$ cat src/verilog/mini16_fabric_pkg.sv
/* Address layouts follow the master and harvester buses: bank field on top, base field below.
   ram_wr_t carries an 11-bit address and narrower users take its low bits. */
`default_nettype none

package mini16_fabric_pkg;

  // Widths
  localparam int WIDTH_D      = 32;
  localparam int DEPTH_M_D    = 11;
  localparam int DEPTH_S2M    = 9;
  localparam int DEPTH_IO_REG = 5;
  localparam int CORE_BITS    = 6;
  localparam int DEPTH_B_M_W  = 12;
  localparam int DEPTH_B_M_R  = 11;
  localparam int DEPTH_B_F    = 17;

  typedef logic [WIDTH_D-1:0]                 data_t;
  typedef logic [CORE_BITS+DEPTH_B_M_W-1:0]   w_addr_t;
  typedef logic [1:0]                         r_bank_t;
  typedef logic [$bits(r_bank_t)+DEPTH_B_M_R-1:0] r_addr_t;
  typedef logic [DEPTH_B_F:0]                 f_addr_t;
  typedef logic [DEPTH_IO_REG-1:0]            io_idx_t;
  typedef logic [15:0]                        led_t;

  // Master write banks, PE banks sit between I/O and broadcast
  localparam logic [CORE_BITS-1:0] W_BANK_MEM_D  = 6'd0;
  localparam logic [CORE_BITS-1:0] W_BANK_IO_REG = 6'd1;
  localparam logic [CORE_BITS-1:0] W_BANK_BC     = 6'd63;

  // Master read banks, 2 and 3 fall through to s2m
  localparam r_bank_t R_BANK_MEM_D  = 2'd0;
  localparam r_bank_t R_BANK_IO_REG = 2'd1;

  // Harvester banks
  localparam logic F_BANK_S2M  = 1'b0;
  localparam logic F_BANK_VRAM = 1'b1;

  // I/O write register indices
  localparam io_idx_t IO_REG_W_RESET_PE = 5'd0;
  localparam io_idx_t IO_REG_W_LED      = 5'd1;

  typedef struct packed {
    w_addr_t addr;
    data_t   data;
    logic    we;
  } master_wr_t;

  typedef struct packed {
    f_addr_t addr;
    data_t   data;
    logic    we;
  } harvest_wr_t;

  typedef struct packed {
    logic [DEPTH_M_D-1:0] addr;
    data_t                data;
    logic                 we;
  } ram_wr_t;

endpackage

`default_nettype wire

$ cat src/verilog/read_select.sv
/* Sources must return data one cycle after the address; output adds one more.
   Banks 2 and 3 both read s2m. */
`timescale 1ns/1ps
`default_nettype none

module read_select (
  input  wire                             clk,
  input  wire mini16_fabric_pkg::r_addr_t raddr,
  input  wire mini16_fabric_pkg::data_t   mem_d_rdata,
  input  wire mini16_fabric_pkg::data_t   io_rdata,
  input  wire mini16_fabric_pkg::data_t   s2m_rdata,
  output mini16_fabric_pkg::data_t        rdata
);

  mini16_fabric_pkg::r_bank_t bank;
  mini16_fabric_pkg::r_bank_t bank_q;

  assign bank = raddr[mini16_fabric_pkg::DEPTH_B_M_R +: $bits(mini16_fabric_pkg::r_bank_t)];

  // Bank follows the address through the source read stage
  always_ff @(posedge clk)
  begin
    bank_q <= bank;
  end

  always_ff @(posedge clk)
  begin
    case (bank_q)
      mini16_fabric_pkg::R_BANK_MEM_D:
      begin
        rdata <= mem_d_rdata;
      end
      mini16_fabric_pkg::R_BANK_IO_REG:
      begin
        rdata <= io_rdata;
      end
      default:
      begin
        rdata <= s2m_rdata;
      end
    endcase
  end

endmodule

`default_nettype wire

$ cat config.mk
export PLATFORM = sky130hd
export DESIGN_NAME = read_select
export DESIGN_NICKNAME = d
export VERILOG_FILES = /design/src/verilog/mini16_fabric_pkg.sv /design/src/verilog/read_select.sv
export SDC_FILE = /design/constraint.sdc
export NUM_CORES = 1
export LEC_CHECK = 0
export BUFFER_PORTS_ARGS = -buffer_cell sky130_fd_sc_hd__buf_2
export CAP_MARGIN = 20
export CORE_UTILIZATION = 38
export CTS_CLUSTER_SIZE = 16
export DETAILED_ROUTE_END_ITERATION = 10
export HOLD_SLACK_MARGIN = 0.15
export PLACE_DENSITY_LB_ADDON = 0.05
export SLEW_MARGIN = 10
export SYNTH_ARGS = -nofsm -noshare
export SYNTH_HDL_FRONTEND = slang
export SYNTH_SLANG_ARGS = --single-unit
$ cat constraint.sdc
create_clock -name clk -period 1.7 [get_ports clk]
set_input_delay 0.34 -clock clk [delete_from_list [all_inputs] [get_ports clk]]
set_output_delay 0.34 -clock clk [all_outputs]
set_load 0.1 [all_outputs]
After elaboration in Yosys (flattened, before gate mapping)

Cells that the tools add are included.

Equal/unequal tests: 1
Mux-type cells: 1
Reductions and logical operators: 1

Operator list:

| kind               | number |
|---|---|
| $pmux 32 s2        | 1 |
| $eq 2x1->1 const B | 1 |
| $logic_not 2->1    | 1 |

Bits in registers: 34
Input port bits: 110
Output and inout port bits: 32

Logic depth before layout (Yosys ltp)

Depth after elaboration: 2
Depth in mapped cells: 4
Mapped depth without buffers: 2

Worst setup path after synthesis

Ideal clock, no wire load.

Path kind: flip-flop to output port
Start: register rdata[0]
End: output rdata[0]
Data arrival time: 909 ps
Required time: 1360 ps
Setup slack: 451 ps
Cell stages (with the launch flop): 1
Cell sequence: dfxtp_1

RTL lines:

| what                     | line              | text |
|---|---|---|
| start: declaration       | read_select.sv:12 | `output mini16_fabric_pkg::data_t rdata` |
| start signal: assignment | read_select.sv:31 | `rdata <= mem_d_rdata;` |
| start signal: assignment | read_select.sv:35 | `rdata <= io_rdata;` |
| start signal: assignment | read_select.sv:39 | `rdata <= s2m_rdata;` |

No word-level cell between the ends.

Final worst setup path

Start: register rdata[6]
End: output rdata[6]

No word-level cell between the ends.

==> impl_metrics.ini <==
[outcome]
status = finished clean

[clocking]
cts_tree = done
cts_buffer_depth = 2
cts_root_buf = clkbuf_4
cts_buffers = 5
post_cts_buffers = 0
cts.sinks = 34
clk_pin_slew_ps = 90
clock_latency_ps = 310
cts_max_level = 2

[synth]
synthesis.nets = 251
syn_inst = 141
syn_area_um2 = 1395
ys_ff_latch = 34
synth.avg_cell_area_um2 = 9.894
synth_cell_types = 9
yosysWarningCount = 0
yosysSeqAreaShare_pct = 48.79

[placed_design]
gp_congestion = 0.7349
placement.io_buffers = 130
placed_cells = 309
place_area_um2 = 2034
dpl.hpwl_um = 2516

[route]
drt_pass1_iterations = 4
vias = 1386
via_per_inst = 4.358
drtAntennaViolNets = 0
drtIter0Drc = 17
drc = 0
post_drt_wl_per_cell_um = 9.962
wirelength_um = 3168

[run]
max-cap-violations = 0

[hold_path]
min-delay-path-class = in2reg

[grt]
grt_pass1_wl_um = 5306
track_usage_pct = 17.10
antenna_found_initial = 0
grt_max_degree = 35
grt_pass1_vias = 1291
grt_overflow = 0

[setup_path]
critPathKind = reg2out
cp.required_ps = 1360
critPathArrivalTime_ps = 1050
end_kind = primary output
crit_path_start_kind = flip-flop
cp_max_fo = 1
crit_path_top_delay_cell = buf_2
slowest_delay_ps = 420
crit_family = buffers and inverters
worst-path-buf-inv = 1
crit_chain = buf_2

[cells_and_area]
nets = 382
area_delta_synth_final_pct = 50.49
fillers = 324
postLayoutCellArea_um2 = 2100
drive_gt1_share_pct = 52.21
final-seq-area_um2 = 683.2
multi_input_area_um2 = 608.1
antenna-diode-count = 0
layout.cells.non_filler = 318

[timing]
setup_violations = 0
rsz0062_at_grt = no
max_freq_ghz = 0.7179
setup-tns-final_ps = 0
max-slew-margin-rel_pct = 66.89
slew_violations = 0
finalCriticalPeriod_ps = 1393
worst_slew_pin_slew_ps = 500.0
skew_ps = 4.404
finalHoldViolations = 0
period_share_pct = 81.94

[die]
die_h_um = 62.59
core_region_area_um2 = 3416
die_area_um2 = 3918
fp.dieW_um = 62.59
start_util_pct = 40.84
rows = 21
io_pins = 142

[pwr]
powerDensity_nw_per_um2 = 993.9
total_power_w = 0.002087
irDropWorstVdd_mv = 0.4732
leakage_nw = 1.163
==> placed cells by master, fill, tap and decap left out <==
master and count:
dfxtp_2 2, nand2_1 32, buf_4 2, o21ai_1 28, buf_2 130, o21ai_2 2, mux2i_1 32, clkbuf_4 5
dfxtp_1 32, buf_12 1, o21ai_0 2, dlygate4sd3_1 2, clkbuf_1 2
==> cell usage after synthesis <==
library cell,number,share of area (%)
o21ai_2,2,1.3
buf_2,7,2.5
buf_6,1,0.81
dfxtp_1,34,49
mux2i_1,32,23
nand2_1,32,8.6
o21ai_0,2,0.72
buf_12,3,4.3
o21ai_1,28,10
==> area by class of cell <==
class / count / area share, %
Timing Repair Buffer: 135 / 33.61
Sequential cell: 34 / 32.54
Multi-Input combinational cell: 96 / 28.96
Tap cell: 46 / 2.741
Clock buffer: 7 / 2.145
==> worst reg2reg max path: cells and delay by family, from the launching register on <==
family	cells	cell delay (ps)
AO/OA/AOI/OAI	1	60
buffers and inverters	1	240
flip-flops	1	350
multiplexers	1	280
==> power breakdown <==
group / switching [W] / total [W] / internal (W)
registers: 0.0000138 / 0.000880 / 0.000866
logic: 0.000628 / 0.000821 / 0.000193
clock network: 0.000229 / 0.000385 / 0.000156
total: 0.000871 / 0.00209 / 0.00122
==> path summary, 6_finish.rpt <==
path,from,endpoint,slack [ps],cells after the start
worst max-delay path,rdata[6]$_DFF_P_,rdata[6],310,1
worst min-delay path,s2m_rdata[5],rdata[5]$_DFF_P_,220,3
worst max register to register,bank_q[0]$_DFF_P_,rdata[7]$_DFF_P_,660,3
worst min register to register,bank_q[1]$_DFF_P_,rdata[4]$_DFF_P_,710,2
==> per-layer routing <==
metal	GRT usage, %	share of wire [%]
met1	17.29	38
met2	32.34	51
met3	4.927	9.3
met4	6.977	1.2
met5	0	0
==> state kept, by name, summed over array words and instances (netlist names) <==
register,count
bank_q,2
rdata,32
==> cell families after synthesis <==
logic type,synth area share [%]
AO/OA/AOI/OAI,12.02
AND/OR/NAND/NOR,8.610
flip-flops,48.79
multiplexers,22.96
buffers and inverters,7.623
==> repair_timing <==
item / CTS / global route
hold buffers: 2 / 0
endpoints found under the hold margin: 2 / 0
gates resized for setup: 0 / 0
==> through the flow <==
stage,utilization (%),hold WS [ps],setup WS [ps]
after global routing,61.47,189.8,234.1
after global placement,59.56,442.2,655.6
after floorplan,-,367.7,451.0
final,61.47,220.2,307.0
after detailed placement,59.56,444.4,650.2
after CTS,61.47,205.7,288.0
No activity file was read; power rests on OpenSTA's default activity.
