**src/verilog/mini16_fabric_pkg.sv**
```systemverilog
/* Address layouts follow the master and harvester buses: bank field on top, base field below.
   ram_wr_t carries an 11-bit address and narrower users take its low bits. */
`default_nettype none

package mini16_fabric_pkg;

  // Widths
  localparam int WIDTH_D      = 32;
  localparam int DEPTH_M_D    = 11;
  localparam int DEPTH_S2M    = 9;
  localparam int DEPTH_IO_REG = 5;
  localparam int CORE_BITS    = 6;
  localparam int DEPTH_B_M_W  = 12;
  localparam int DEPTH_B_M_R  = 11;
  localparam int DEPTH_B_F    = 17;

  typedef logic [WIDTH_D-1:0]                 data_t;
  typedef logic [CORE_BITS+DEPTH_B_M_W-1:0]   w_addr_t;
  typedef logic [1:0]                         r_bank_t;
  typedef logic [$bits(r_bank_t)+DEPTH_B_M_R-1:0] r_addr_t;
  typedef logic [DEPTH_B_F:0]                 f_addr_t;
  typedef logic [DEPTH_IO_REG-1:0]            io_idx_t;
  typedef logic [15:0]                        led_t;

  // Master write banks, PE banks sit between I/O and broadcast
  localparam logic [CORE_BITS-1:0] W_BANK_MEM_D  = 6'd0;
  localparam logic [CORE_BITS-1:0] W_BANK_IO_REG = 6'd1;
  localparam logic [CORE_BITS-1:0] W_BANK_BC     = 6'd63;

  // Master read banks, 2 and 3 fall through to s2m
  localparam r_bank_t R_BANK_MEM_D  = 2'd0;
  localparam r_bank_t R_BANK_IO_REG = 2'd1;

  // Harvester banks
  localparam logic F_BANK_S2M  = 1'b0;
  localparam logic F_BANK_VRAM = 1'b1;

  // I/O write register indices
  localparam io_idx_t IO_REG_W_RESET_PE = 5'd0;
  localparam io_idx_t IO_REG_W_LED      = 5'd1;

  typedef struct packed {
    w_addr_t addr;
    data_t   data;
    logic    we;
  } master_wr_t;

  typedef struct packed {
    f_addr_t addr;
    data_t   data;
    logic    we;
  } harvest_wr_t;

  typedef struct packed {
    logic [DEPTH_M_D-1:0] addr;
    data_t                data;
    logic                 we;
  } ram_wr_t;

endpackage

`default_nettype wire

```
**src/verilog/bus_decode.sv**
```systemverilog
/* Write strobes are single-cycle and always accepted; there is no back-pressure.
   Harvester writes to the VRAM bank are dropped here. */
`timescale 1ns/1ps
`default_nettype none

module bus_decode (
  input  wire                              clk,
  input  wire                              rst,
  input  wire mini16_fabric_pkg::master_wr_t  master_wr,
  input  wire mini16_fabric_pkg::harvest_wr_t harvest_wr,
  output wire mini16_fabric_pkg::ram_wr_t     mem_d_wr,
  output wire mini16_fabric_pkg::ram_wr_t     io_wr,
  output wire mini16_fabric_pkg::ram_wr_t     s2m_wr,
  output wire mini16_fabric_pkg::master_wr_t  pe_wr
);

  logic [mini16_fabric_pkg::CORE_BITS-1:0] w_bank;
  logic                                    f_bank;

  mini16_fabric_pkg::master_wr_t mw_q;
  logic                          mem_d_we_q;
  logic                          io_we_q;

  mini16_fabric_pkg::f_addr_t hw_addr_q;
  mini16_fabric_pkg::data_t   hw_data_q;
  logic                       s2m_we_q;

  assign w_bank = master_wr.addr[mini16_fabric_pkg::DEPTH_B_M_W +: mini16_fabric_pkg::CORE_BITS];
  assign f_bank = harvest_wr.addr[mini16_fabric_pkg::DEPTH_B_F];

  // Master port, also the delayed PE write bus
  always_ff @(posedge clk)
  begin
    mw_q <= master_wr;
    if (rst)
    begin
      mw_q.we <= 1'b0;
    end
  end

  // Local strobes, PE and broadcast banks raise none
  always_ff @(posedge clk)
  begin
    if (rst)
    begin
      mem_d_we_q <= 1'b0;
      io_we_q    <= 1'b0;
    end
    else
    begin
      mem_d_we_q <= master_wr.we && (w_bank == mini16_fabric_pkg::W_BANK_MEM_D);
      io_we_q    <= master_wr.we && (w_bank == mini16_fabric_pkg::W_BANK_IO_REG);
    end
  end

  // Harvester port
  always_ff @(posedge clk)
  begin
    hw_addr_q <= harvest_wr.addr;
    hw_data_q <= harvest_wr.data;
    if (rst)
    begin
      s2m_we_q <= 1'b0;
    end
    else
    begin
      s2m_we_q <= harvest_wr.we && (f_bank == mini16_fabric_pkg::F_BANK_S2M);
    end
  end

  assign mem_d_wr.addr = mw_q.addr[mini16_fabric_pkg::DEPTH_M_D-1:0];
  assign mem_d_wr.data = mw_q.data;
  assign mem_d_wr.we   = mem_d_we_q;

  // I/O file only looks at the low index bits
  assign io_wr.addr = mw_q.addr[mini16_fabric_pkg::DEPTH_M_D-1:0];
  assign io_wr.data = mw_q.data;
  assign io_wr.we   = io_we_q;

  assign s2m_wr.addr = hw_addr_q[mini16_fabric_pkg::DEPTH_M_D-1:0];
  assign s2m_wr.data = hw_data_q;
  assign s2m_wr.we   = s2m_we_q;

  assign pe_wr = mw_q;

endmodule

`default_nettype wire

```
**config.mk**
```make
export PLATFORM = sky130hd
export DESIGN_NAME = bus_decode
export DESIGN_NICKNAME = d
export VERILOG_FILES = /design/src/verilog/mini16_fabric_pkg.sv /design/src/verilog/bus_decode.sv
export SDC_FILE = /design/constraint.sdc
export NUM_CORES = 1
export LEC_CHECK = 0
export ABC_AREA = 0
export BUFFER_PORTS_ARGS = -buffer_cell sky130_fd_sc_hd__buf_4
export CORE_AREA = 2 2 112 114
export CTS_CLUSTER_SIZE = 16
export DETAILED_ROUTE_END_ITERATION = 8
export DIE_AREA = 0 0 114 116
export PLACE_DENSITY_LB_ADDON = 0.2
export SYNTH_ARGS = -nofsm -noshare
export SYNTH_HDL_FRONTEND = slang
export SYNTH_SLANG_ARGS = --single-unit
```
**constraint.sdc**
```tcl
create_clock -name clk -period 2.5 [get_ports clk]
set_input_delay 0.25 -clock clk [delete_from_list [all_inputs] [get_ports clk]]
set_output_delay 0.25 -clock clk [all_outputs]
set_load 0.02 [all_outputs]
```
**Word level (Yosys, flattened, before mapping)**

Cells that the tools add are included.
Widths: inputs -> output; s select.

- Register bits after elaboration: 97
- Input bits: 104
- Output and inout port bits: 183
- Word-level logic and storage cells: 14

- Eq/ne operators: 1
- Bitwise operators: 1
- Reduce and logical (&&, ||, !) cells: 4

Operators by type and width:

| operator | number |
|---|---|
| $eq 6x1->1 const B | 1 |
| $logic_not 6->1 | 1 |
| $logic_and 1x1->1 | 3 |
| $not 1->1 | 1 |

**Longest topological paths before layout**

- Depth after elaboration: 2
- Mapped depth: 2
- Depth with buffers taken out: 2

**Worst setup path before layout**

Ideal clock, no wire load.

- Path type: in2reg
- Start: input port master_wr[48] in the netlist's numbering
- End: register mem_d_we_q
- Arrival time: 887 ps
- Slack: 1521 ps
- Cell stages on the path: 2
- Path buffers: 0
- Cells stage by stage: or4_1 -> nor4_1

- Word-level cells in the longest chain between the ends: 2

Ends and longest elaborated chain:

| what | RTL line | source |
|---|---|---|
| start, declared | bus_decode.sv:9 | `input wire mini16_fabric_pkg::master_wr_t master_wr,` |
| $logic_not 6->1 | bus_decode.sv:51 | `mem_d_we_q <= master_wr.we && (w_bank == mini16_fabric_pkg::W_BANK_MEM_D);` |
| $logic_and 1x1->1 | bus_decode.sv:51 |  |
| end signal, assigned | bus_decode.sv:51 |  |
| end, declared | bus_decode.sv:21 | `logic mem_d_we_q;` |

Every way passes these cells.
A chain may end at the register's enable or synchronous reset.

**Final worst setup path**

- Start: register mw_q (netlist bit io_wr[37])
- End: output port io_wr[37] in the netlist's numbering

RTL lines:

| what | RTL line | source |
|---|---|---|
| start, declared | bus_decode.sv:20 | `mini16_fabric_pkg::master_wr_t mw_q;` |
| start signal, assigned | bus_decode.sv:34 | `mw_q <= master_wr;` |
| end, declared | bus_decode.sv:12 | `output wire mini16_fabric_pkg::ram_wr_t io_wr,` |

No word-level cell between the ends.

==> key figures <==
Floorplan
  • Core area: 11,900 sq um
  • Chip Height: 116 um
  • Rows: 40
  • Total die area: 13,200 sq um
  • Ports: 287
  • DIE WIDTH: 114 um
  • Initial Utilization: 0.223

Finish
  • Area added between synthesis and finish: 106%
  • N_diodes: 0
  • Most frequent cells in the layout: buf_4 (280), dfxtp_1 (97), dlygate4sd3_1 (87), clkbuf_16 (9), clkbuf_8 (3)
  • Share of cells above drive strength 1: 0.608
  • Most common library cell in the layout ignoring fill and taps: buf_4
  • FF+latch area: 1940 sq um
  • Finished Cell Area: 5460 sq um
  • Area of the multi-input gates: 43.8 sq um
  • Nets@finish: 586
  • FILL cells: 1,097

Clock network
  • # Post-CTS Setup Buffers: 0
  • H-Tree Depth: 3
  • Clk buf depth: 2
  • CTS tree: yes
  • PostCTS Resize Cnt: 0
  • Cts bufs inserted: 9
  • Clock root buffer: clkbuf_16
  • Worst-path clk slew: 60 ps
  • Sink Count: 97
  • Hold-fix buffers, CTS: 86

Pwr
  • Leak: 2.69 nW
  • Max VDD drop: 548 uV
  • Pwr/cell area: 686 nW/um^2
  • Total power: 3.75 mW

Global route
  • Global-route wire length before repair: 11,000 um
  • GRT overflow: 0
  • Initial antenna violation count: 0
  • Largest net degree at the start of global routing: 16
  • Total track usage: 0.112
  • Vias in the first global route: 2,236

STA
  • RSZ-0062 raised after global routing: false
  • Fin. max-slew vios: 0
  • Max_slew headroom: 0.864
  • Tightest Pin Transition: 202 ps
  • Final Hold Viols: 0
  • Fmax: 885 MHz
  • Tmin final: 1130 ps
  • Setup ws final: 1370 ps
  • Setup Total Neg Slack: 0 ps
  • Final Setup Violations: 0
  • Tcrit/Tclk final: 0.452

Routing
  • Routed len/inst: 12.4 um
  • Vias per cell: 3.60
  • Remaining antenna violation count: 0
  • Final wirelength: 7840 um
  • 1st-iter DRT viols: 55
  • Vias: 2,285
  • Residual DRC: 0
  • DRT Pass-1 Iters: 2

Yosys
  • Mean Syn Cell Area: 13.8 sq um
  • Mapped Area: 2660 sq um
  • Synthesized netlist cell count: 193
  • Unique masters post-synth: 8
  • Seq cells post-synth: 97
  • Mapped Nets: 297
  • Synth warn: 0
  • Sequential area share after synthesis: 0.731

Worst setup path
  • Crit path buffers/inverters: 1
  • Slowest cell on crit path: dfxtp_1
  • Critical path arrival: 880 ps
  • Crit path largest cell delay: 370 ps
  • Cell family with most CP delay: flip-flops
  • CP Launch Type: register
  • Setup crit end kind: output port
  • Crit path launch: io_wr[37]$_DFF_P_
  • Setup CP Type: register to output port
  • CP Max Fanout: 3
  • Critical path required time: 2250 ps
  • CP cell instances: buf_4

Placement
  • Cell Area, Placed: 4280 sq um
  • Pre-CTS setup slack: 1350 ps
  • PortBufs: 280
  • Post-detail-place hpwl: 5680 um
  • GP Congestion: 0.692

Hold path
  • Hold Path Origin: master_wr[48]
  • Hold Path Class: primary input to register

Job
  • Max_cap viols: 0

Status
  • Outcome: finished, final reports clean
[synth_stat cells]
cell type,instances,area share
or4_1,1,0.0028
inv_1,1,0.0014
or4b_1,1,0.0038
nor3b_1,1,0.0028
buf_4,89,0.25
dfxtp_1,97,0.73
nand2b_1,1,0.0024
nor4_1,2,0.0047
[registers in the layout, indices dropped and copies added, names as in the netlist]
register	count
s2m_we_q	1
hw_addr_q	11
pe_wr	8
mem_d_we_q	1
hw_data_q	32
io_wr	43
io_we_q	1
[through the flow]
step                cells  utilization  hold slack [ps]
floorplan             193            -              278
global placement      531        0.359              355
detailed placement    531        0.359              356
CTS                   633        0.458             1.45
global route          634        0.459           0.0144
finish                634        0.459             25.6
[path summary, 6_finish.rpt]
kind                            end  slack [ps]  depth (start not counted)
hold / removal    pe_wr[48]$_DFF_P_          30                          1
setup / recovery          io_wr[37]        1370                          1
[kinds of logic after synthesis]
kind of cell	Yosys count	synth area share
AND/OR/NAND/NOR	6	0.0165
buffers and inverters	90	0.253
flip-flops	97	0.731
[routing by layer]
metal / GRT usage / vias to the layer above / wire length, um
met3: 0.0544 / 12 / 849
met1: 0.101 / 1038 / 2520
met2: 0.207 / 151 / 4320
met5: 0 / - / 0
li1: - / 1084 / -
met4: 0.0610 / 0 / 157
[where the power goes]
group / internal (mW) / switching, mW
Combinational: 0.367 / 0.300
Sequential: 1.63 / 0.0422
Clock: 0.854 / 0.554
[final cells by class]
type | instances | area share
flip-flops and latches | 97 | 0.355
well taps | 147 | 0.0337
repair buffers | 367 | 0.544
clock inverters | 4 | 0.00916
multi-input cells | 6 | 0.00802
clock buffers | 12 | 0.0488
inverters | 1 | 0.000687
Power figures use the tool's default switching activity.
